$ cat config.mk
export PLATFORM = sky130hd
export DESIGN_NAME = gem_inj_seq
export DESIGN_NICKNAME = d
export VERILOG_FILES = /design/src/gem_inj_pkg.sv /design/src/gem_inj_seq.sv
export SDC_FILE = /design/constraint.sdc
export NUM_CORES = 1
export LEC_CHECK = 0
export BUFFER_PORTS_ARGS = -buffer_cell sky130_fd_sc_hd__buf_2
export CORE_MARGIN = 1.5
export CORE_UTILIZATION = 47
export DETAILED_ROUTE_END_ITERATION = 12
export GPL_TIMING_DRIVEN = 0
export PLACE_DENSITY = 0.76
export SLEW_MARGIN = 20
export SYNTH_ARGS = -nofsm -noshare
export SYNTH_HDL_FRONTEND = slang
export SYNTH_SLANG_ARGS = --single-unit
export TNS_END_PERCENT = 50
$ cat constraint.sdc
create_clock -name clock -period 1.6 [get_ports clock]
set_input_delay 0.32 -clock clock [delete_from_list [all_inputs] [get_ports clock]]
set_output_delay 0.32 -clock clock [all_outputs]
set_load 0.05 [all_outputs]
$ cat src/gem_inj_pkg.sv
package gem_inj_pkg;

  // ----------------------------
  // injector ram geometry
  // ----------------------------
  localparam int inj_tbins     = 1024;  // time bins per cluster ram
  localparam int tbin_bits     = 10;
  localparam int tbin_cnt_bits = 12;    // count may run past the ram and wrap
  localparam int inj_word_bits = 16;

  // apb word address: ram select on top, time bin below
  localparam int apb_addr_bits = 12;
  localparam int ram_sel_bits  = apb_addr_bits - tbin_bits;

  typedef logic [tbin_bits-1:0]     tbin_t;
  typedef logic [tbin_cnt_bits-1:0] tbin_cnt_t;
  typedef logic [inj_word_bits-1:0] inj_word_t;
  typedef logic [apb_addr_bits-1:0] apb_addr_t;
  typedef logic [ram_sel_bits-1:0]  ram_sel_t;

  typedef enum logic {inj_pass, inj_playing} inj_state_t;

endpackage

$ cat src/gem_inj_seq.sv
`timescale 1ns/10ps

module gem_inj_seq import gem_inj_pkg::*; (
  input  logic      clock,
  input  logic      sm_reset,
  input  logic      inj_go,         // start playback
  input  tbin_cnt_t inj_last_tbin,  // last time bin played
  output tbin_t     tbin_adr,       // ram read address
  output logic      playing,        // busy flag, also blocks apb writes
  output logic      use_inj         // playing delayed to line up with ram data
);

  inj_state_t state;
  tbin_cnt_t  tbin_cnt;
  logic       cnt_done;

  assign cnt_done = (tbin_cnt == inj_last_tbin);

  // ----------------------------
  // injector fsm
  // ----------------------------
  always_ff @(posedge clock) begin
    if (sm_reset) begin
      state <= inj_pass;
    end else begin
      case (state)
        inj_pass:    if (inj_go)   state <= inj_playing;
        inj_playing: if (cnt_done) state <= inj_pass;
        default:                   state <= inj_pass;
      endcase
    end
  end

  // time bin counter, held at zero between playbacks
  always_ff @(posedge clock) begin
    if (sm_reset || state == inj_pass) tbin_cnt <= '0;
    else                               tbin_cnt <= tbin_cnt + 1'b1;
  end

  always_ff @(posedge clock) begin
    if (sm_reset) use_inj <= 1'b0;
    else          use_inj <= playing;  // ram output is one cycle behind the address
  end

  assign playing  = (state == inj_playing);
  assign tbin_adr = tbin_cnt[tbin_bits-1:0];  // past 1023 wraps the ram
endmodule

==> reports/qor.log <==
[status] status finished, final reports clean
[setup_path] ordered list of cells on the worst path buf_4 > buf_2
[grt] global-route wire length before repair 2.50 mm
[pwr] total internal power 0.471 mW
[finish] ratio of cells with drive above 1 in the final layout 0.381
[finish] number of fill cells in the layout 140
[pwr] Combinational Power Share 0.113
[pwr] sw frac 0.250
[grt] number of antenna violations at the first check in global routing 0
[setup_path] startpoint kind of the worst setup timing path register
[clocking] CTS max path bufs 2
[setup_path] max incr delay on CP 490 ps
[placed_design] port bufs 26
[clocking] total number of clock tree sinks 14
[timing] Hold Violations, Final 0
[grt] aggregate global-route resource usage 0.179
[timing] Slew Limit Headroom 0.685
[pwr] Flop pwr share 0.571
[pwr] Pwr Density 670 nW/µm²
[finish] post-route standard cell area excluding fillers 937 µm²
[clocking] total setup buffers inserted after CTS 0
[setup_path] CP Buf/Inv Count 2
[job] Max-Cap Viols 0
[synthesis] post-synthesis cell type count 24
[timing] pin slew with the least headroom to its limit 473 ps
[synthesis] cell type with the largest total area after synthesis dfxtp_1
[timing] worst clock skew 1.84 ps
[routing] mean number of vias per cell 4.86
[setup_path] slowest stage cell, crit path dfxtp_1
[setup_path] FF-to-FF setup slack 220 ps
[placed_design] routability congestion estimate from global placement 0.732
[floorplan] core area 1510 µm²
[clocking] CTS H-Tree Depth 1
[pwr] Final Power 0.628 mW
[floorplan] I/O pin count 27
[clocking] Worst-path clk slew 80 ps
[setup_path] Worst Setup End Kind primary output
[floorplan] effective utilization at floorplan 0.507
[pwr] static power due to leakage 0.416 nW
[synthesis] share of the synthesized area in the top cell type 0.367
[timing] Slew Limit Fails 0
[placed_design] DP Wirelength 1.15 mm
[clocking] number of buffers added by the clock tree synthesis step 3
[routing] First DRT Iteration DRCs 7
[routing] Wirelength per Cell 11.2 µm
[timing] final sum of negative setup slack 0 ps
[finish] nets@finish 131
[finish] storage element area 280 µm²
[finish] area of the multi-input gates 394 µm²
[timing] post-layout min period 1490 ps
[timing] worst setup margin 110 ps
[finish] number of inserted diodes 0
[routing] DR DRC count 0
[clocking] clock tree from TritonCTS yes
[routing] remaining antenna violation count after routing 0
[pwr] Clock power frac 0.317
[floorplan] Die ar. 1880 µm²
[placed_design] worst slack at placement 224 ps
[min_path] worst min-delay path category primary input to register
[pwr] peak ir drop on the vdd network 0.420 mV
[timing] final number of setup-violating endpoints 0
[routing] wire length reported by the detailed router 1.44 mm
[routing] number of search-and-repair iterations in the first detailed-routing pass 4
[setup_path] Required @ worst endpoint 1280 ps
[synthesis] top cells by area in the synthesized netlist dfxtp_1, xnor2_1, xor2_1, buf_4, nor2_1
[grt] grt ovf 0
[synthesis] summed instance area of the synthesized netlist 764 µm²
[finish] most frequent standard cell in the layout excluding fill and tap cells buf_2
[floorplan] height of the die 43.3 µm
[synthesis] Synthesis Warnings 0
[setup_path] largest fanout on the critical path 5
[floorplan] DIE WIDTH 43.3 µm
[synthesis] Post-Syn Instances 84
[timing] post-route clock period utilization 0.931
[routing] via total after detailed routing 627
[setup_path] Arr. time, crit path 1170 ps
[synthesis] register area share after synthesis 0.367
[finish] most frequent cells in the layout buf_2, dfxtp_1, xnor2_1
[placed_design] placed cell count 126
[clocking] Clk Latency, worst-skew pair 280 ps
[floorplan] number of standard-cell rows in the floorplan 14
[finish] Syn-to-layout area delta 22.6%
[clocking] cell chosen for the clock root clkbuf_4
[timing] setup repair after global routing missed its margin no
[synthesis] post-synth net total 100
[finish] Layout Cells excl Fill 129
[pwr] switching power of the nets 0.157 mW
[grt] maximum number of pins on one net before global-route repair 11
[synthesis] syn avg cell area 9.10 µm²
[synthesis] synthesized flop and latch total 14
[grt] via count of the first global-routing pass 617
[placed_design] area post-placement 915 µm²
[setup_path] CP top delay family flip-flops
[clocking] hold_buf cts 0
[timing] achievable clock frequency 671 MHz
[setup_path] path type of the worst setup path register to primary output
[clocking] post-cts gate resize count 0
## area by class of cell
| cell class | instances | share of cell area |
|---|---|---|
| flip-flops and latches | 14 | 0.299 |
| inverters | 3 | 0.0120 |
| repair buffers | 26 | 0.139 |
| clock buffers | 3 | 0.0240 |
| plain buffers | 11 | 0.0841 |
| multi-input cells | 56 | 0.421 |
| well taps | 16 | 0.0214 |
## Yosys cell counts, drive strengths merged
cell type	instances
nand2b	1
o21ai	1
inv	3
and3	1
nand2	2
nor3	4
ha	1
a41oi	1
nor2	10
and2	1
clkbuf	1
nand4	2
dfxtp	14
nor4	3
a21oi	1
buf	10
nand3	5
xor2	9
or3	1
o21bai	1
xnor2	12
## path summary, 6_finish.rpt
kind,depth (start not counted),startpoint,end
max,2,tbin_cnt[4],tbin_adr[4]
min,3,sm_reset,playing
max reg2reg,5,tbin_cnt[0],tbin_cnt[10]
min reg2reg,1,tbin_cnt[0],tbin_cnt[0]
## registers in the layout, summed over array words and instances (netlist names)
signal    count
use_inj       1
playing       1
tbin_cnt     12
## through the flow
step | util | hold WS [ps]
after floorplan | - | 469
after global placement | 0.607 | 491
after detailed placement | 0.607 | 505
after CTS | 0.622 | 313
after global routing | 0.622 | 346
final | 0.622 | 320
## routing by layer
metal  track usage  wire (µm)
met5             0          0
met4        0.0909         22
met3        0.0542         94
met2         0.269        623
met1         0.232        703
## logic make-up (layout without fill, tap and decap cells)
kind of cell	after synthesis	in the layout	synth area share
and+or+nand+nor	30	30	0.224
xor gates and xnor gates	21	21	0.241
DFF	14	14	0.367
buffers and inverters	14	43	0.118
AOI/OAI and AO/OA	4	4	0.0344
adders and majority gates	1	1	0.0164
## power by group through the flow
stage	clock network (mW)	registers (mW)	logic (mW)
after floorplan	0	0.377	0.0316
after global placement	0	0.366	0.0698
after detailed placement	0	0.367	0.0713
after CTS	0.200	0.359	0.0716
after global routing	0.211	0.360	0.0767
final	0.199	0.359	0.0707
## worst min-delay path, delay by kind of cell
| family | cells | cell delay (ps) |
|---|---|---|
| compound gates | 2 | 150 |
| buf+inv | 1 | 80 |
(Power assumes the default switching activity.)
