[src/gem_cluster_pkg.sv]
package gem_cluster_pkg;

  // ----------------------------
  // cluster word format
  // ----------------------------
  localparam int n_clusters   = 4;   // clusters per bunch crossing
  localparam int cluster_bits = 14;  // one cluster word on the link

  typedef logic [10:0] cluster_adr_t;  // vfat number in 10:6, strip pair in 5:0

  typedef struct packed {
    logic [2:0]   cnt;  // cluster size minus one
    cluster_adr_t adr;
  } cluster_t;

  typedef cluster_t [n_clusters-1:0] cluster_array_t;  // 56 bit crossing word

  // ----------------------------
  // chamber geometry
  // ----------------------------
  localparam int n_vfat_per_roll = 3;                         // vfats across one eta partition
  localparam int n_roll          = 8;                         // eta partitions
  localparam int n_vfat          = n_vfat_per_roll * n_roll;  // legal vfat numbers 0-23
  localparam int n_feb           = 24;                        // one vfat per front-end board

  typedef logic [4:0]       vfat_t;
  typedef logic [4:0]       feb_t;
  typedef logic [2:0]       roll_t;
  typedef logic [7:0]       pad_t;       // pad within a roll, no vfat boundary
  typedef logic [n_feb-1:0] feb_list_t;  // one bit per board

  // decoded values for vfat numbers 24-31
  localparam feb_t feb_invalid = 5'd24;
  localparam pad_t pad_invalid = 8'd192;

endpackage

[src/gem_decoded_if.sv]
`timescale 1ns/10ps

interface gem_decoded_if import gem_cluster_pkg::*; ();

  cluster_array_t        clusters;  // cluster words as received
  logic [n_clusters-1:0] vpf;       // valid pattern flag per cluster
  feb_t [n_clusters-1:0] feb;       // front-end board of each cluster
  roll_t [n_clusters-1:0] roll;     // eta partition
  pad_t [n_clusters-1:0] pad;       // pad in the roll
  logic                  injected;  // crossing came from the injector rams

  modport source (output clusters, vpf, feb, roll, pad, injected);

  modport sink (input vpf, feb);  // occupancy only needs board and valid

  modport monitor (input clusters, vpf, feb, roll, pad, injected);

endinterface

[src/gem_feb_occupancy.sv]
`timescale 1ns/10ps

module gem_feb_occupancy import gem_cluster_pkg::*; (
  input  logic        clock,
  input  logic        sm_reset,
  gem_decoded_if.sink dec,
  output feb_list_t   active_feb_list  // usable for a gem-only self trigger
);

  feb_list_t list_c;

  always_comb begin
    list_c = '0;
    for (int i = 0; i < n_clusters; i++) begin
      if (dec.vpf[i] && dec.feb[i] < n_feb) list_c[dec.feb[i]] = 1'b1;  // or over clusters
    end
  end

  // stage 3 register
  always_ff @(posedge clock) begin
    if (sm_reset) active_feb_list <= '0;
    else          active_feb_list <= list_c;
  end

endmodule

[src/flat_wrapper.sv]
// flat-port wrapper written by rule: the top's interface ports become plain ports
module gem_feb_occupancy_flat import gem_cluster_pkg::*;
  (clock, sm_reset, active_feb_list, dec_vpf, dec_feb);
  gem_decoded_if dec_i ();
  input  logic clock;
  input  logic sm_reset;
  output feb_list_t active_feb_list;
  input wire logic [$bits(dec_i.vpf)-1:0] dec_vpf;
  input wire logic [$bits(dec_i.feb)-1:0] dec_feb;
  assign dec_i.vpf = dec_vpf;
  assign dec_i.feb = dec_feb;
  gem_feb_occupancy u_core (.clock(clock), .sm_reset(sm_reset), .dec(dec_i), .active_feb_list(active_feb_list));
endmodule
[config.mk]
export PLATFORM = sky130hd
export DESIGN_NAME = gem_feb_occupancy_flat
export DESIGN_NICKNAME = d
export VERILOG_FILES = /design/src/gem_cluster_pkg.sv /design/src/gem_decoded_if.sv /design/src/gem_feb_occupancy.sv /design/src/flat_wrapper.sv
export SDC_FILE = /design/constraint.sdc
export NUM_CORES = 1
export LEC_CHECK = 0
export ABC_AREA = 1
export ABC_CLOCK_PERIOD_IN_PS = 950
export BUFFER_PORTS_ARGS = -buffer_cell sky130_fd_sc_hd__buf_4
export CAP_MARGIN = 10
export CORE_UTILIZATION = 35
export DETAILED_ROUTE_END_ITERATION = 8
export GPL_TIMING_DRIVEN = 0
export PLACE_DENSITY = 0.55
export REMOVE_ABC_BUFFERS = 1
export SLEW_MARGIN = 40
export SYNTH_ARGS = -nofsm -noshare
export SYNTH_HDL_FRONTEND = slang
export SYNTH_SLANG_ARGS = --single-unit
export TNS_END_PERCENT = 100
[constraint.sdc]
create_clock -name clock -period 0.95 [get_ports clock]
set_clock_uncertainty 0.2 [all_clocks]
set_input_delay 0.0475 -clock clock [delete_from_list [all_inputs] [get_ports clock]]
set_output_delay 0.0475 -clock clock [all_outputs]
set_load 0.1 [all_outputs]
==> results.md <==
- CP Buf/Inv Count: 1
- Vias in the first global route: 1875
- Count of cell types in the netlist: 12
- Top cells by count, synth: nand2_1 (166), nor2_1 (68), dfxtp_1 (24)
- Worst Path Arrival: 0.81 ns
- Power per cell area: 1006 nW/um^2
- Iter 0 DRT Violations: 177
- Hold Path Class: input pin to register
- Required @ worst endpoint: 0.70 ns
- Synth area leaders: nand2_1 (38%), dfxtp_1 (29%), nor2_1 (15%), inv_1 (5.0%), nor2_2 (4.5%)
- Non-Filler Instances: roughly 420
- Hold depth: 2
- Synth Flop Type: dfxtp_1
- Max Freq: 0.9454 GHz
- Vias per inst: 4.715
- Avg Inst Size Synth: approximately 5.2 um^2
- Max Cap Viol: 0
- Final setup fails: 24
- RSZ-0062 raised after global routing: yes
- Cell area after layout: 2616 um^2
- DR pass1 iterations: 6
- Failing checks: DRC, hold timing, setup timing
- Nets: 393
- Ant diodes: 0
- Clk buf depth: 2
- Via count: a little under 2k
- Die Y: 70.70 um
- CTS Root Cell: clkbuf_8
- Cells after Synth: roughly 320
- Share of layout cells above drive strength 1: 30.33%
- Reg clk slew, reported paths: 0.09 ns
- WL per Instance: between 10 and 15 um
- Setup repair bufs after CTS: 0
- Most flop-heavy register: u_core.active_feb_list
- CP top delay family: flip-flops
- Rows: 24
- Die ar.: 4998 um^2
- Status: finished, violations left
- Fin crit period: roughly 1.1 ns
- Worst setup margin: -0.1077 ns
- Final wirelength: 5066 um
- CORE AREA: 4444 um^2
- Port bufs: 49
- Biggest regs: u_core.active_feb_list: 24 flops
- IO Pins: 50
- Mapped Area: ~1700 um^2
- H-Tree Level Count: 1
- Initial core utilization: 37.16%
- Worst Tran Pin Value: about 0.4 ns
- Tcrit/Tclk final: 111.3%
- Area of the multi-input gates: about 1200 um^2
- CP max FO: 1
- DRC Markers: 12
- Clock sinks: 24
- Critical Path End Type: output pin
- Critical Path Stages: 1
- Initial antenna violation count: 0
- Gpl congestion: 0.8477
- Yosys reg bits: 24
- Register area share after synthesis: 29.09%
- Yosys warns: 0
- Clock power share: 34.3%
- Psw: 810.2 uW
- Hpwl dp: slightly below 4000 um
- TritonCTS clock tree: done
- Total GRT Usage: 21.69%
- GRT overflow: 0
- Synth top area share: 37.73%
- Die W: 70.70 um
- Area Overhead vs Synth: 58.41%
- Hold WS: -0.08264 ns
- FF/Latch Area: 510.5 um^2
- Comb pwr share: 26.0%
- Worst VDD drop: 0.5166 mV
- CP max stage delay: between 0.3 and 0.4 ns
- Placed cell count: 414
- Filler cells: 455
- Net Sw Frac: 30.78%
- Max_slew headroom: 72.78%
- Crit-path cells: buf_12
- First-pass GRT wire length: 8569 um
- Antenna Nets Post-Route: 0
- Asr flop ratio synth: 0%
- Type of origin of the critical path: register
- Internal: 1.822 mW
- Largest net degree at the start of global routing: 25
- Lkg Pwr: between 1 and 1.5 nW
- Post-synth EDFFs: 0
- CTS buffer count: 3
- Critical-path cell with the highest stage delay: dfxtp_2
- Share of power burned in registers: 39.6%
- Yosys top cell by area: nand2_1
- Total power draw: 2.632 mW
- Max reg flops: 24
- WS Path Type: register to output pin
- Placed cell areas: between 2000 and 2500 um^2
- Top-count cell post-synth: nand2_1
- Final hold vios: 24
- Setup TNS: -2.071 ns
- Final Max Tran Viols: 0
-- layer usage --
metal	wire [um]	track usage, %
met1	2457	29.58
met2	2395	36.32
met3	137	0.9972
met4	75	8.222
met5	0	0
-- repair_timing --
action,4_1_cts,5_1_grt
endpoints found under the setup margin,28,48
endpoints found under the hold margin,24,24
gates resized for setup,99,29
pin swaps,0,5
-- final timing paths --
kind | to | from | slack [ns]
worst min-delay path | u_core.active_feb_list[8]$_SDFF_PP0_ | sm_reset | -0.08
worst max-delay path | active_feb_list[15] | u_core.active_feb_list[15]$_SDFF_PP0_ | -0.11
-- cell usage in the layout, fill, tap and decap left out, drive strengths merged --
cell type / instances
nand3: 6
bufinv: 1
buf: 49
nand3b: 1
nor2: 80
dfxtp: 24
nand2: 169
clkbuf: 3
inv: 25
nor3: 8
-- power by group through the flow --
stage                     registers (mW)  clock network (mW)  logic, mW
after floorplan                     1.19                   0      0.208
after global placement              1.05                   0      0.567
after detailed placement            1.05                   0      0.571
after CTS                           1.04               0.931      0.625
after global routing                1.04               0.974      0.740
final                               1.04               0.904      0.685
-- cell type report --
type | count | area share (%)
clock buffer | 3 | 1.578
clock inverter | 1 | 1.148
inverter | 25 | 3.587
multi-input combinational | 264 | 46.15
sequential | 24 | 19.51
tap | 52 | 2.487
timing repair buffer | 49 | 25.54
-- through the flow --
| stage | utilization (%) | setup WS [ns] | hold WS, ns |
|---|---|---|---|
| after global routing | 58.87 | -0.1346 | -0.07212 |
| after floorplan | - | -0.2065 | -0.08012 |
| after CTS | 56.00 | -0.1015 | -0.08955 |
| after detailed placement | 46.73 | -0.3410 | 0.2019 |
| final | 58.87 | -0.1077 | -0.08264 |
| after global placement | 46.73 | -0.3251 | 0.2006 |
-- cells by family (layout without fill, tap and decap cells) --
family,Yosys count,in the layout,share of synthesized area [%]
simple gates,264,264,64.77
flops,24,24,29.09
buf+inv,27,78,6.137
(Power assumes the default switching activity.)
