<file path="src/gem_cluster_pkg.sv">
package gem_cluster_pkg;

  // ----------------------------
  // cluster word format
  // ----------------------------
  localparam int n_clusters   = 4;   // clusters per bunch crossing
  localparam int cluster_bits = 14;  // one cluster word on the link

  typedef logic [10:0] cluster_adr_t;  // vfat number in 10:6, strip pair in 5:0

  typedef struct packed {
    logic [2:0]   cnt;  // cluster size minus one
    cluster_adr_t adr;
  } cluster_t;

  typedef cluster_t [n_clusters-1:0] cluster_array_t;  // 56 bit crossing word

  // ----------------------------
  // chamber geometry
  // ----------------------------
  localparam int n_vfat_per_roll = 3;                         // vfats across one eta partition
  localparam int n_roll          = 8;                         // eta partitions
  localparam int n_vfat          = n_vfat_per_roll * n_roll;  // legal vfat numbers 0-23
  localparam int n_feb           = 24;                        // one vfat per front-end board

  typedef logic [4:0]       vfat_t;
  typedef logic [4:0]       feb_t;
  typedef logic [2:0]       roll_t;
  typedef logic [7:0]       pad_t;       // pad within a roll, no vfat boundary
  typedef logic [n_feb-1:0] feb_list_t;  // one bit per board

  // decoded values for vfat numbers 24-31
  localparam feb_t feb_invalid = 5'd24;
  localparam pad_t pad_invalid = 8'd192;

endpackage

</file>
<file path="src/gem_decoded_if.sv">
`timescale 1ns/10ps

interface gem_decoded_if import gem_cluster_pkg::*; ();

  cluster_array_t        clusters;  // cluster words as received
  logic [n_clusters-1:0] vpf;       // valid pattern flag per cluster
  feb_t [n_clusters-1:0] feb;       // front-end board of each cluster
  roll_t [n_clusters-1:0] roll;     // eta partition
  pad_t [n_clusters-1:0] pad;       // pad in the roll
  logic                  injected;  // crossing came from the injector rams

  modport source (output clusters, vpf, feb, roll, pad, injected);

  modport sink (input vpf, feb);  // occupancy only needs board and valid

  modport monitor (input clusters, vpf, feb, roll, pad, injected);

endinterface

</file>
<file path="src/gem_cluster_decode.sv">
`timescale 1ns/10ps

module gem_cluster_decode import gem_cluster_pkg::*; (
  input  logic           clock,
  input  logic           sm_reset,
  input  cluster_array_t sel_clusters,
  input  logic           sel_injected,
  gem_decoded_if.source  dec
);

  logic [n_clusters-1:0]  vpf_c;
  feb_t [n_clusters-1:0]  feb_c;
  roll_t [n_clusters-1:0] roll_c;
  pad_t [n_clusters-1:0]  pad_c;

  // ----------------------------
  // vfat to board, roll and pad
  // ----------------------------
  always_comb begin : map_c
    vfat_t      v;
    roll_t      roll;
    logic [1:0] r;                                   // vfat position across the roll
    for (int i = 0; i < n_clusters; i++) begin
      v        = sel_clusters[i].adr[10:6];          // natural vfat id
      r        = 2'(v % n_vfat_per_roll);
      roll     = roll_t'(v / n_vfat_per_roll);
      vpf_c[i] = (sel_clusters[i].adr[10:9] != 2'b11);
      if (v < n_vfat) begin
        roll_c[i] = roll;
        feb_c[i]  = feb_t'(roll + n_roll * r);       // boards 0-7 left, 8-15 mid, 16-23 right
        pad_c[i]  = {r, sel_clusters[i].adr[5:0]};
      end else begin
        roll_c[i] = '0;
        feb_c[i]  = feb_invalid;
        pad_c[i]  = pad_invalid;
      end
    end
  end

  // stage 2 register
  always_ff @(posedge clock) begin
    if (sm_reset) begin
      dec.vpf      <= '0;
      dec.injected <= 1'b0;
    end else begin
      dec.vpf      <= vpf_c;
      dec.injected <= sel_injected;
    end
    dec.clusters <= sel_clusters;
    dec.feb      <= feb_c;
    dec.roll     <= roll_c;
    dec.pad      <= pad_c;
  end

endmodule

</file>
<file path="src/flat_wrapper.sv">
// flat-port wrapper written by rule: the top's interface ports become plain ports
module gem_cluster_decode_flat import gem_cluster_pkg::*;
  (clock, sm_reset, sel_clusters, sel_injected, dec_clusters, dec_vpf, dec_feb, dec_roll, dec_pad, dec_injected);
  gem_decoded_if dec_i ();
  input  logic clock;
  input  logic sm_reset;
  input  cluster_array_t sel_clusters;
  input  logic sel_injected;
  output wire logic [$bits(dec_i.clusters)-1:0] dec_clusters;
  output wire logic [$bits(dec_i.vpf)-1:0] dec_vpf;
  output wire logic [$bits(dec_i.feb)-1:0] dec_feb;
  output wire logic [$bits(dec_i.roll)-1:0] dec_roll;
  output wire logic [$bits(dec_i.pad)-1:0] dec_pad;
  output wire logic [$bits(dec_i.injected)-1:0] dec_injected;
  assign dec_clusters = dec_i.clusters;
  assign dec_vpf = dec_i.vpf;
  assign dec_feb = dec_i.feb;
  assign dec_roll = dec_i.roll;
  assign dec_pad = dec_i.pad;
  assign dec_injected = dec_i.injected;
  gem_cluster_decode u_core (.clock(clock), .sm_reset(sm_reset), .sel_clusters(sel_clusters), .sel_injected(sel_injected), .dec(dec_i));
endmodule
</file>
<file path="config.mk">
export PLATFORM = sky130hd
export DESIGN_NAME = gem_cluster_decode_flat
export DESIGN_NICKNAME = d
export VERILOG_FILES = /design/src/gem_cluster_pkg.sv /design/src/gem_decoded_if.sv /design/src/gem_cluster_decode.sv /design/src/flat_wrapper.sv
export SDC_FILE = /design/constraint.sdc
export NUM_CORES = 1
export LEC_CHECK = 0
export ABC_CLOCK_PERIOD_IN_PS = 4750
export BUFFER_PORTS_ARGS = -buffer_cell sky130_fd_sc_hd__clkbuf_2
export CAP_MARGIN = 40
export CORE_MARGIN = 4
export CORE_UTILIZATION = 43
export DETAILED_ROUTE_END_ITERATION = 10
export HOLD_SLACK_MARGIN = 0.05
export PLACE_DENSITY = 0.76
export SYNTH_ARGS = -nofsm -noshare
export SYNTH_HDL_FRONTEND = slang
export SYNTH_SLANG_ARGS = --single-unit
</file>
<file path="constraint.sdc">
create_clock -name clock -period 4.75 [get_ports clock]
set_clock_uncertainty 0.2 [all_clocks]
set_input_delay 0.2375 -clock clock [delete_from_list [all_inputs] [get_ports clock]]
set_output_delay 0.2375 -clock clock [all_outputs]
set_load 0.005 [all_outputs]
</file>
==> impl_metrics.yaml, run 1 <==
yosys:
  synth_fp_nets: 425
  avgSynthCellArea_um2: 10.6
  synth_edf_count: 0
  yosysTopAreaCell: "dfxtp_1"
  netlist_instances: 353
  postSynth.asyncResetShare: 0
  yosysUniqueCellTypes: 58
  yosysWarnings: 0
  seq_area_frac_synth: 0.559
  synth_top_area_frac: 0.559
  syn_area_um2: 3760
  ys_ff_latch: 105
  synthFlopType: "dfxtp_1"
  synthTopCellsByArea: "dfxtp_1 (56%), buf_4 (4.4%), ha_1 (4.3%)"
clocking:
  cts-buffers-inserted: 9
  clk_path_buf_depth: 2
  postCtsResizedCells: 0
  cts_tree: "yes"
  cts_sinks: 105
  clk_pin_slew_ps: 100
  htreeDepth: 3
  cts_root_buffer: "clkbuf_8"
final_layout:
  synthToLayoutAreaGrowth_pct: 42.9
  antenna_cells: 0
  final_util: 0.644
  drive_above_1_share: 0.369
  final_common_cell: "clkbuf_2"
  n_fill_cell: 656
  final_cell_mix: "clkbuf_2 (183), dfxtp_1 (105), dlygate4sd3_1 (59)"
  finalNetCount: 644
global_route:
  grt_overflow: 0
  track_usage: 0.181
  antenna_found_initial: 0
  grt_max_degree: 26
  grt_pass1_vias: 3211
  grt_pass1_wl_um: 14900
sta:
  fin_crit_sh: 0.846
  period_minus_slack_ps: 4020
  fmax_mhz: 249
  rsz0062_at_grt: "false"
  tns_ps: 0
  setup_viol: 0
  worst_slew_pin_slew_ps: 831
  slew_viol_final: 0
  hold_viol_final: 0
  fin_ws_ps: 734
  relSlewSlack: 0.446
  holdWs_ps: 323
min_path:
  hp-class: "in2reg"
  min_delay_path_depth: 2
  hold_end: "u_core.dec.clusters[40]"
  hp-start: "sel_clusters[40]"
worst_setup_path:
  arrival_ps: 4050
  startpoint_type: "input pin"
  cpMaxStageDelayCell: "or4_1"
  crit_chain: "dlygate4sd3_1, clkbuf_2, nor2b_1, inv_2, ha_1, o21a_1, ha_1, or4_1, o41ai_4, nor2_1, a21o_1, ha_1, a21oi_1, o2111ai_1, a21oi_4, and3_1, o21ai_1"
  crit_type: "in2reg"
  cp_max_fo: 11
  crit_required_ps: 4790
  critPathMaxStageDelay_ps: 570
  cpMostUsedCell: "ha_1"
  worstSetupEndpointType: "flip-flop"
power:
  power_density_nw_per_um2: 344
  p_leak_nw: 2.60
  finalPower_mw: 1.85
  irDropWorstVdd_mv: 0.139
placed_design:
  gp_congestion: 0.771
  dpl.hpwl_um: 6550
  io_buffers: 183
  pre_cts_ws_ps: 895
route:
  via_per_inst: 4.75
  wl_per_cell_um: 13.6
  vias: 3241
  drtIter0Drc: 44
  drc: 0
  totalWireLength_um: 9290
  dr.pass1.iters: 5
  ant_nets: 0
floorplanning:
  ios: 184
  core_area_um2: 8340
  die_area_um2: 10300
  start_util: 0.450
  die_w_um: 101
  die_h_um: 101
  row_count: 33
flow_run:
  cap_violations: 0
status:
  outcome: "finished clean"
layout make-up:
type / count / area, µm² / area share
flip-flops and latches: 105 / 2100 / 0.392
inverters: 9 / 33.8 / 0.00629
well taps: 105 / 131 / 0.0245
clock buffers: 10 / 138 / 0.0256
clock inverters: 6 / 50.0 / 0.00932
multi-input cells: 205 / 1410 / 0.262
repair buffers: 242 / 1510 / 0.281
stage by stage:
| stage | std cells | instance area (µm²) |
|---|---|---|
| 6_report | 682 | 5370 |
| 2_1_floorplan | 353 | 3760 |
| 3_3_place_gp | 607 | 4590 |
| 4_1_cts | 682 | 5370 |
| 3_5_place_dp | 607 | 4590 |
| 5_1_grt | 682 | 5370 |
worst max path at each step:
| stage | start | endpoint | slack, ps |
|---|---|---|---|
| after floorplan | sel_clusters[51] | u_core.dec.pad[30] | 1430 |
| final | sel_clusters[52] | u_core.dec.pad[30] | 730 |
| after CTS | sel_clusters[52] | u_core.dec.pad[30] | 750 |
| after global placement | sel_clusters[52] | u_core.dec.pad[30] | 1010 |
| after global routing | sel_clusters[52] | u_core.dec.pad[30] | 390 |
| after detailed placement | sel_clusters[52] | u_core.dec.pad[30] | 900 |
registers in the layout, summed over array words and instances (netlist names):
name and flops:
u_core.dec.clusters 56, u_core.dec.vpf 4, u_core.dec.pad 32, u_core.dec.feb 4
u_core.dec.roll 8, u_core.dec.injected 1
report_power, final:
| part | switching, mW | leakage (nW) | internal, mW |
|---|---|---|---|
| Sequential | 0.0265 | 0.885 | 0.949 |
| Clock | 0.305 | 0.0948 | 0.212 |
| Combinational | 0.170 | 1.62 | 0.185 |
| Total | 0.501 | 2.60 | 1.35 |
routing by layer:
layer / part of all wire / GRT usage / routed length, µm / vias to the layer above
li1: - / - / - / 1626
met1: 0.37 / 0.194 / 3460 / 1482
met2: 0.53 / 0.341 / 4960 / 115
met3: 0.069 / 0.0393 / 642 / 18
met4: 0.025 / 0.0757 / 229 / 0
met5: 0 / 0 / 0 / -
synthesized netlist by cell type (5+ instances only):
library cell	n
dfxtp_1	105
nor2_1	29
buf_4	22
nor2b_1	19
a21oi_1	18
and2_1	14
ha_1	13
nand2_1	12
mux2i_1	10
nand2b_1	8
o21ai_0	8
inv_1	7
clkbuf_1	6
nand3b_1	5
o21ai_1	5
repair_timing:
item / CTS / global route
hold buffers: 59 / 0
hold endpoints to repair: 92 / 0
buffers inserted: 0 / 0
kinds of logic after synthesis:
group | Yosys count | share of synthesized area
AND/OR/NAND/NOR | 111 | 0.167
flip-flops | 105 | 0.559
AO/OA/AOI/OAI | 65 | 0.123
buffers and inverters | 43 | 0.0663
adder cells (fa/ha/maj) | 13 | 0.0433
multiplexers | 11 | 0.0296
XOR/XNOR | 5 | 0.0117
worst max-delay path: cells and delay by family:
kind / cells / cell delay, ps
AOI/OAI and AO/OA: 7 / 1030
adders and majority gates: 3 / 730
buffers and inverters: 3 / 790
and+or+nand+nor: 4 / 1270
Note: power is estimated with default switching activity, not from simulation.
==> run 2, diff against run 1 <==
Settings changed: ABC_CLOCK_PERIOD_IN_PS 4750 to 3400, CORE_UTILIZATION 43 to 41, PLACE_DENSITY 0.76 to 0.75.
Clock period 4.75 ns to 3.4 ns, I/O delays scaled along.
==> run 2 against run 1 <==
Effect of this change: non-clock buffer count is 11 higher; highest routed layer unchanged; flip-flop and latch count did not move; critical path depth shrank 1; sequential power is 39% higher.
==> impl_metrics.yaml, run 2 (same netlist as run 1, synthesis figures left out) <==
clocking:
  cts_tree: "yes"
  clk_path_buf_depth: 2
  clk_pin_slew_ps: 90
  cts_root_buffer: "clkbuf_8"
  cts_sinks: 105
  cts-buffers-inserted: 9
  htreeDepth: 3
route:
  ant_nets: 0
  via_per_inst: 4.81
  dr.pass1.iters: 5
  totalWireLength_um: 9610
  drtIter0Drc: 56
  wl_per_cell_um: 13.8
  top_layer_used: "met4"
  met1_length_um: 3630
  drc: 0
  vias: 3349
  wl_met3_um: 579
  wl_met2_um: 5110
floorplanning:
  start_util: 0.427
  core_area_um2: 8810
  die_w_um: 104
  ios: 184
  die_h_um: 104
  row_count: 34
  die_area_um2: 10800
sta:
  period_minus_slack_ps: 3310
  fin_ws_ps: 88.9
  tns_ps: 0
  hold_viol_final: 0
  slew_viol_final: 0
  worst_slew_pin_slew_ps: 388
  fin_crit_sh: 0.974
  fmax_mhz: 302
  relSlewSlack: 0.741
  setup_viol: 0
global_route:
  track_usage: 0.177
  grt_overflow: 0
  grt_pass1_wl_um: 15900
  antenna_found_initial: 0
  grt_max_degree: 20
  grt_pass1_vias: 3319
final_layout:
  final_common_cell: "clkbuf_2"
  top_register: "u_core.dec.clusters"
  finalNetCount: 655
  drive_above_1_share: 0.393
  final_cell_mix: "clkbuf_2 (182), dfxtp_1 (105), dlygate4sd3_1 (59)"
  antenna_cells: 0
  synthToLayoutAreaGrowth_pct: 46.8
  reg_top3: "u_core.dec.clusters: 56 flops, u_core.dec.pad: 32 flops, u_core.dec.roll: 8 flops"
  largest_reg_flops: 56
  n_fill_cell: 686
min_path:
  min_delay_path_depth: 3
  hp-class: "in2reg"
  hold_end: "u_core.dec.pad[30]"
  hp-start: "sel_clusters[51]"
worst_setup_path:
  startpoint_type: "input pin"
  arrival_ps: 3350
  crit_type: "in2reg"
  worstSetupEndpointType: "flip-flop"
  cp_max_fo: 7
  crit_required_ps: 3440
placed_design:
  gp_congestion: 0.755
  io_buffers: 183
  dpl.hpwl_um: 6640
  pre_cts_ws_ps: 16.1
power:
  irDropWorstVdd_mv: 0.250
  p_leak_nw: 2.67
  power_density_nw_per_um2: 477
  finalPower_mw: 2.63
status:
  outcome: "finished clean"
flow_run:
  cap_violations: 0
## run 2: cell count changes in the layout (fill, tap and decap cells not counted), sizes merged
cell / delta
clkinv: -1
clkinvlp: -1
inv: +1
buf: +11
dlymetal6s4s: +1
## run 2: metal layers
layer | global-route usage | up-vias
met3 | 0.0460 | 26
met2 | 0.331 | 123
met1 | 0.182 | 1557
met5 | 0 | -
met4 | 0.0864 | 0
li1 | - | 1643
## run 2: layout make-up
cell class	count	area (µm²)	share of cell area
Clock buffer	11	151	0.0275
Clock inverter	5	46.3	0.00839
Inverter	9	33.8	0.00613
Sequential cell	105	2100	0.381
Tap cell	108	135	0.0245
Timing Repair Buffer	253	1600	0.289
Multi-Input combinational cell	205	1450	0.263
## run 2: power breakdown
group | total, mW | internal [mW] | switching [mW]
combinational | 0.518 | 0.272 | 0.246
sequential | 1.36 | 1.33 | 0.0371
clock | 0.751 | 0.320 | 0.431
## run 2: stage by stage
stage	instance area (µm²)	hold slack, ps	util	std cells
4_1_cts	5460	54.1	0.620	695
2_1_floorplan	3760	-2.28	-	353
3_3_place_gp	4670	73.2	0.530	620
3_5_place_dp	4670	74.7	0.530	620
5_1_grt	5520	71.1	0.626	696
6_report	5520	67.8	0.626	696
## run 2: worst max-delay path, stage by stage
cell and delay (ps):
dlygate4sd3_1 540, clkbuf_2 190, o31ai_4 200, a21oi_1 100, o21a_1 190, ha_1 190, or4_1 560, o41ai_4 110
nor2_1 80, a21o_1 180, ha_1 190, a21oi_2 120, o2111ai_2 130, a21oi_4 180, and3_1 180, o21ai_1 60
## run 2: timing repair
item / 4_1_cts / 5_1_grt
setup buffers: 0 / 1
gates resized for setup: 0 / 10
endpoints found under the hold margin: 96 / 1
hold buffers: 59 / 1
setup endpoints to repair: 0 / 8
## run 2: worst max-delay path by stage
stage / from / end / slack (ps) / depth (start not counted)
2_1_floorplan: sel_clusters[51] / u_core.dec.pad[30] / 150 / 17
3_3_place_gp: sel_clusters[51] / u_core.dec.pad[30] / 90 / 18
3_5_place_dp: sel_clusters[51] / u_core.dec.pad[30] / 20 / 18
4_1_cts: sel_clusters[10] / u_core.dec.pad[7] / 30 / 16
5_1_grt: sel_clusters[49] / u_core.dec.pad[30] / -20 / 16
6_report: sel_clusters[49] / u_core.dec.pad[30] / 90 / 16
==> run 3, diff against run 2 <==
Settings changed: ABC_AREA set to 1, CORE_UTILIZATION 41 to 40, PLACE_DENSITY 0.75 to 0.73.
==> run 3 against run 2 <==
Effect of this change: cell count grew 18%; largest power group unchanged; hold slack improved by 15 ps; sequential power about the same.
==> impl_metrics.yaml, run 3 <==
yosys:
  synth_edf_count: 0
  ys_ff_latch: 105
  seq_area_frac_synth: 0.533
  synthTopCellsByCount: "dfxtp_1 (105), nand2_1 (74), inv_1 (68), nor2_1 (51), nand3_1 (32)"
  synthTopCellsByArea: "dfxtp_1 (53%), nand2_1 (7.0%), inv_1 (6.5%)"
  netlist_instances: 454
  avgSynthCellArea_um2: 8.69
  postSynth.asyncResetShare: 0
  synth_top_area_frac: 0.533
  yosysWarnings: 0
  syn_area_um2: 3950
  synthFlopType: "dfxtp_1"
  yosysTopAreaCell: "dfxtp_1"
  synth.most_common_cell: "dfxtp_1"
  synth_fp_nets: 526
  yosysUniqueCellTypes: 34
global_route:
  antenna_found_initial: 0
  grt_pass1_wl_um: 16100
  grt_max_degree: 18
  grt_overflow: 0
  grt_pass1_vias: 3620
  track_usage: 0.174
final_layout:
  synthToLayoutAreaGrowth_pct: 43.4
  largest_reg_flops: 56
  reg_top3: "u_core.dec.clusters: 56 flops, u_core.dec.pad: 32 flops, u_core.dec.roll: 8 flops"
  multi_input_area_um2: 1390
  final_util: 0.601
  n_fill_cell: 816
  seq_area_um2: 2100
  final_cell_mix: "clkbuf_2 (183), dfxtp_1 (105), nand2_1 (74)"
  final_common_cell: "clkbuf_2"
  antenna_cells: 0
  finalNetCount: 758
  drive_above_1_share: 0.370
  top_register: "u_core.dec.clusters"
route:
  dr.pass1.iters: 6
  totalWireLength_um: 10000
  via_per_inst: 4.30
  vias: 3530
  drc: 0
  wl_per_cell_um: 12.2
  ant_nets: 0
  drtIter0Drc: 57
power:
  irDropWorstVdd_mv: 0.230
  p_leak_nw: 3.07
  power_density_nw_per_um2: 473
worst_setup_path:
  crit_required_ps: 3430
  crit_type: "in2reg"
  endpoint: "u_core.dec.pad[30]"
  startpoint: "sel_clusters[48]"
  arrival_ps: 3160
  worstSetupEndpointType: "flip-flop"
  cp_max_fo: 6
  startpoint_type: "input pin"
floorplanning:
  die_h_um: 107
  row_count: 35
  start_util: 0.419
  core_area_um2: 9420
  ios: 184
  die_w_um: 107
  die_area_um2: 11500
sta:
  fmax_mhz: 320
  period_minus_slack_ps: 3120
  setup_viol: 0
  tns_ps: 0
  rsz0062_at_grt: "false"
  slew_viol_final: 0
  fin_crit_sh: 0.918
  hold_viol_final: 0
  relSlewSlack: 0.759
  worst_slew_pin_slew_ps: 359
clocking:
  htreeDepth: 3
  cts_sinks: 105
  clk_pin_slew_ps: 90
  clk_path_buf_depth: 2
  cts_tree: "yes"
  cts_root_buffer: "clkbuf_8"
  cts-buffers-inserted: 9
flow_run:
  cap_violations: 0
placed_design:
  io_buffers: 183
  gp_congestion: 0.823
  dpl.hpwl_um: 7550
status:
  outcome: "finished clean"
min_path:
  hp-class: "in2reg"
-- run 3: changes by cell type in the layout (fill, tap and decap cells not counted), sizes merged, moves of 9 or more --
cell and change:
nor2b -20, nor2 +32, inv +66, nand2 +84
and2 -15, nand3 +33, nand2b -9, buf -9
-- run 3: area by class of cell --
class / count / area share
Clock buffer: 12 / 0.0274
Clock inverter: 4 / 0.00597
Inverter: 78 / 0.0520
Multi-Input combinational cell: 248 / 0.246
Sequential cell: 105 / 0.372
Tap cell: 129 / 0.0285
Timing Repair Buffer: 244 / 0.269
-- run 3: how the worst min path moves through the flow --
stage | start | endpoint | slack (ps) | cells after the start
floorplan | sel_clusters[0] | u_core.dec.clusters[0] | -2 | 0
global placement | sel_clusters[25] | u_core.dec.clusters[25] | 70 | 1
detailed placement | sel_clusters[11] | u_core.dec.clusters[11] | 70 | 1
CTS | sel_clusters[52] | u_core.dec.roll[9] | 60 | 4
global route | sel_clusters[52] | u_core.dec.roll[9] | 100 | 4
finish | sel_clusters[52] | u_core.dec.roll[9] | 80 | 4
-- run 3: kinds of logic after synthesis --
| logic type | synth area share |
|---|---|
| simple gates | 0.252 |
| flops | 0.533 |
| buf+inv | 0.115 |
| compound gates | 0.0454 |
| fa+ha+maj | 0.0412 |
| xor+xnor | 0.00666 |
| mux | 0.00603 |
-- run 3: power by group --
part	total, mW	internal [mW]	switching, mW
clock network	0.729	0.316	0.414
logic	0.581	0.269	0.312
registers	1.36	1.33	0.0357
total	2.67	1.91	0.762
-- run 3: timing repair --
item	4_1_cts	5_1_grt
hold buffers	59	0
resized for setup	0	2
endpoints found under the hold margin	98	0
endpoints found under the setup margin	0	3
buffers inserted	0	0
-- run 3: routing by layer --
metal / vias up / GRT usage / share of wire
met2: 118 / 0.339 / 0.55
met5: - / 0 / 0
li1: 1825 / - / -
met3: 17 / 0.0390 / 0.056
met4: 0 / 0.0594 / 0.020
met1: 1570 / 0.181 / 0.38
-- run 3: through the flow --
stage	hold slack (ps)	setup WS [ps]	area (µm²)	std cells	power (mW)
detailed placement	73.9	87.6	4880	745	1.92
floorplan	-2.28	553	3950	454	1.73
CTS	59.1	227	5660	820	2.70
global route	103	6.37	5660	820	2.84
global placement	71.9	274	4880	745	1.90
finish	82.7	278	5660	820	2.67
-- run 3: worst max-delay path: stages --
cell and delay [ps]:
dlygate4sd3_1 530, clkbuf_2 140, inv_1 110, nand2_1 100, o21ai_4 230, nand2_1 90, nand2_2 90, inv_1 50
ha_1 200, a21oi_2 160, nand3_2 150, xor2_1 190, ha_1 190, nor2_1 90, nand2_1 60, a21oi_1 120
o21ai_1 110, nor2_2 150, nand2_2 80, nand2_1 70, nand3_1 60
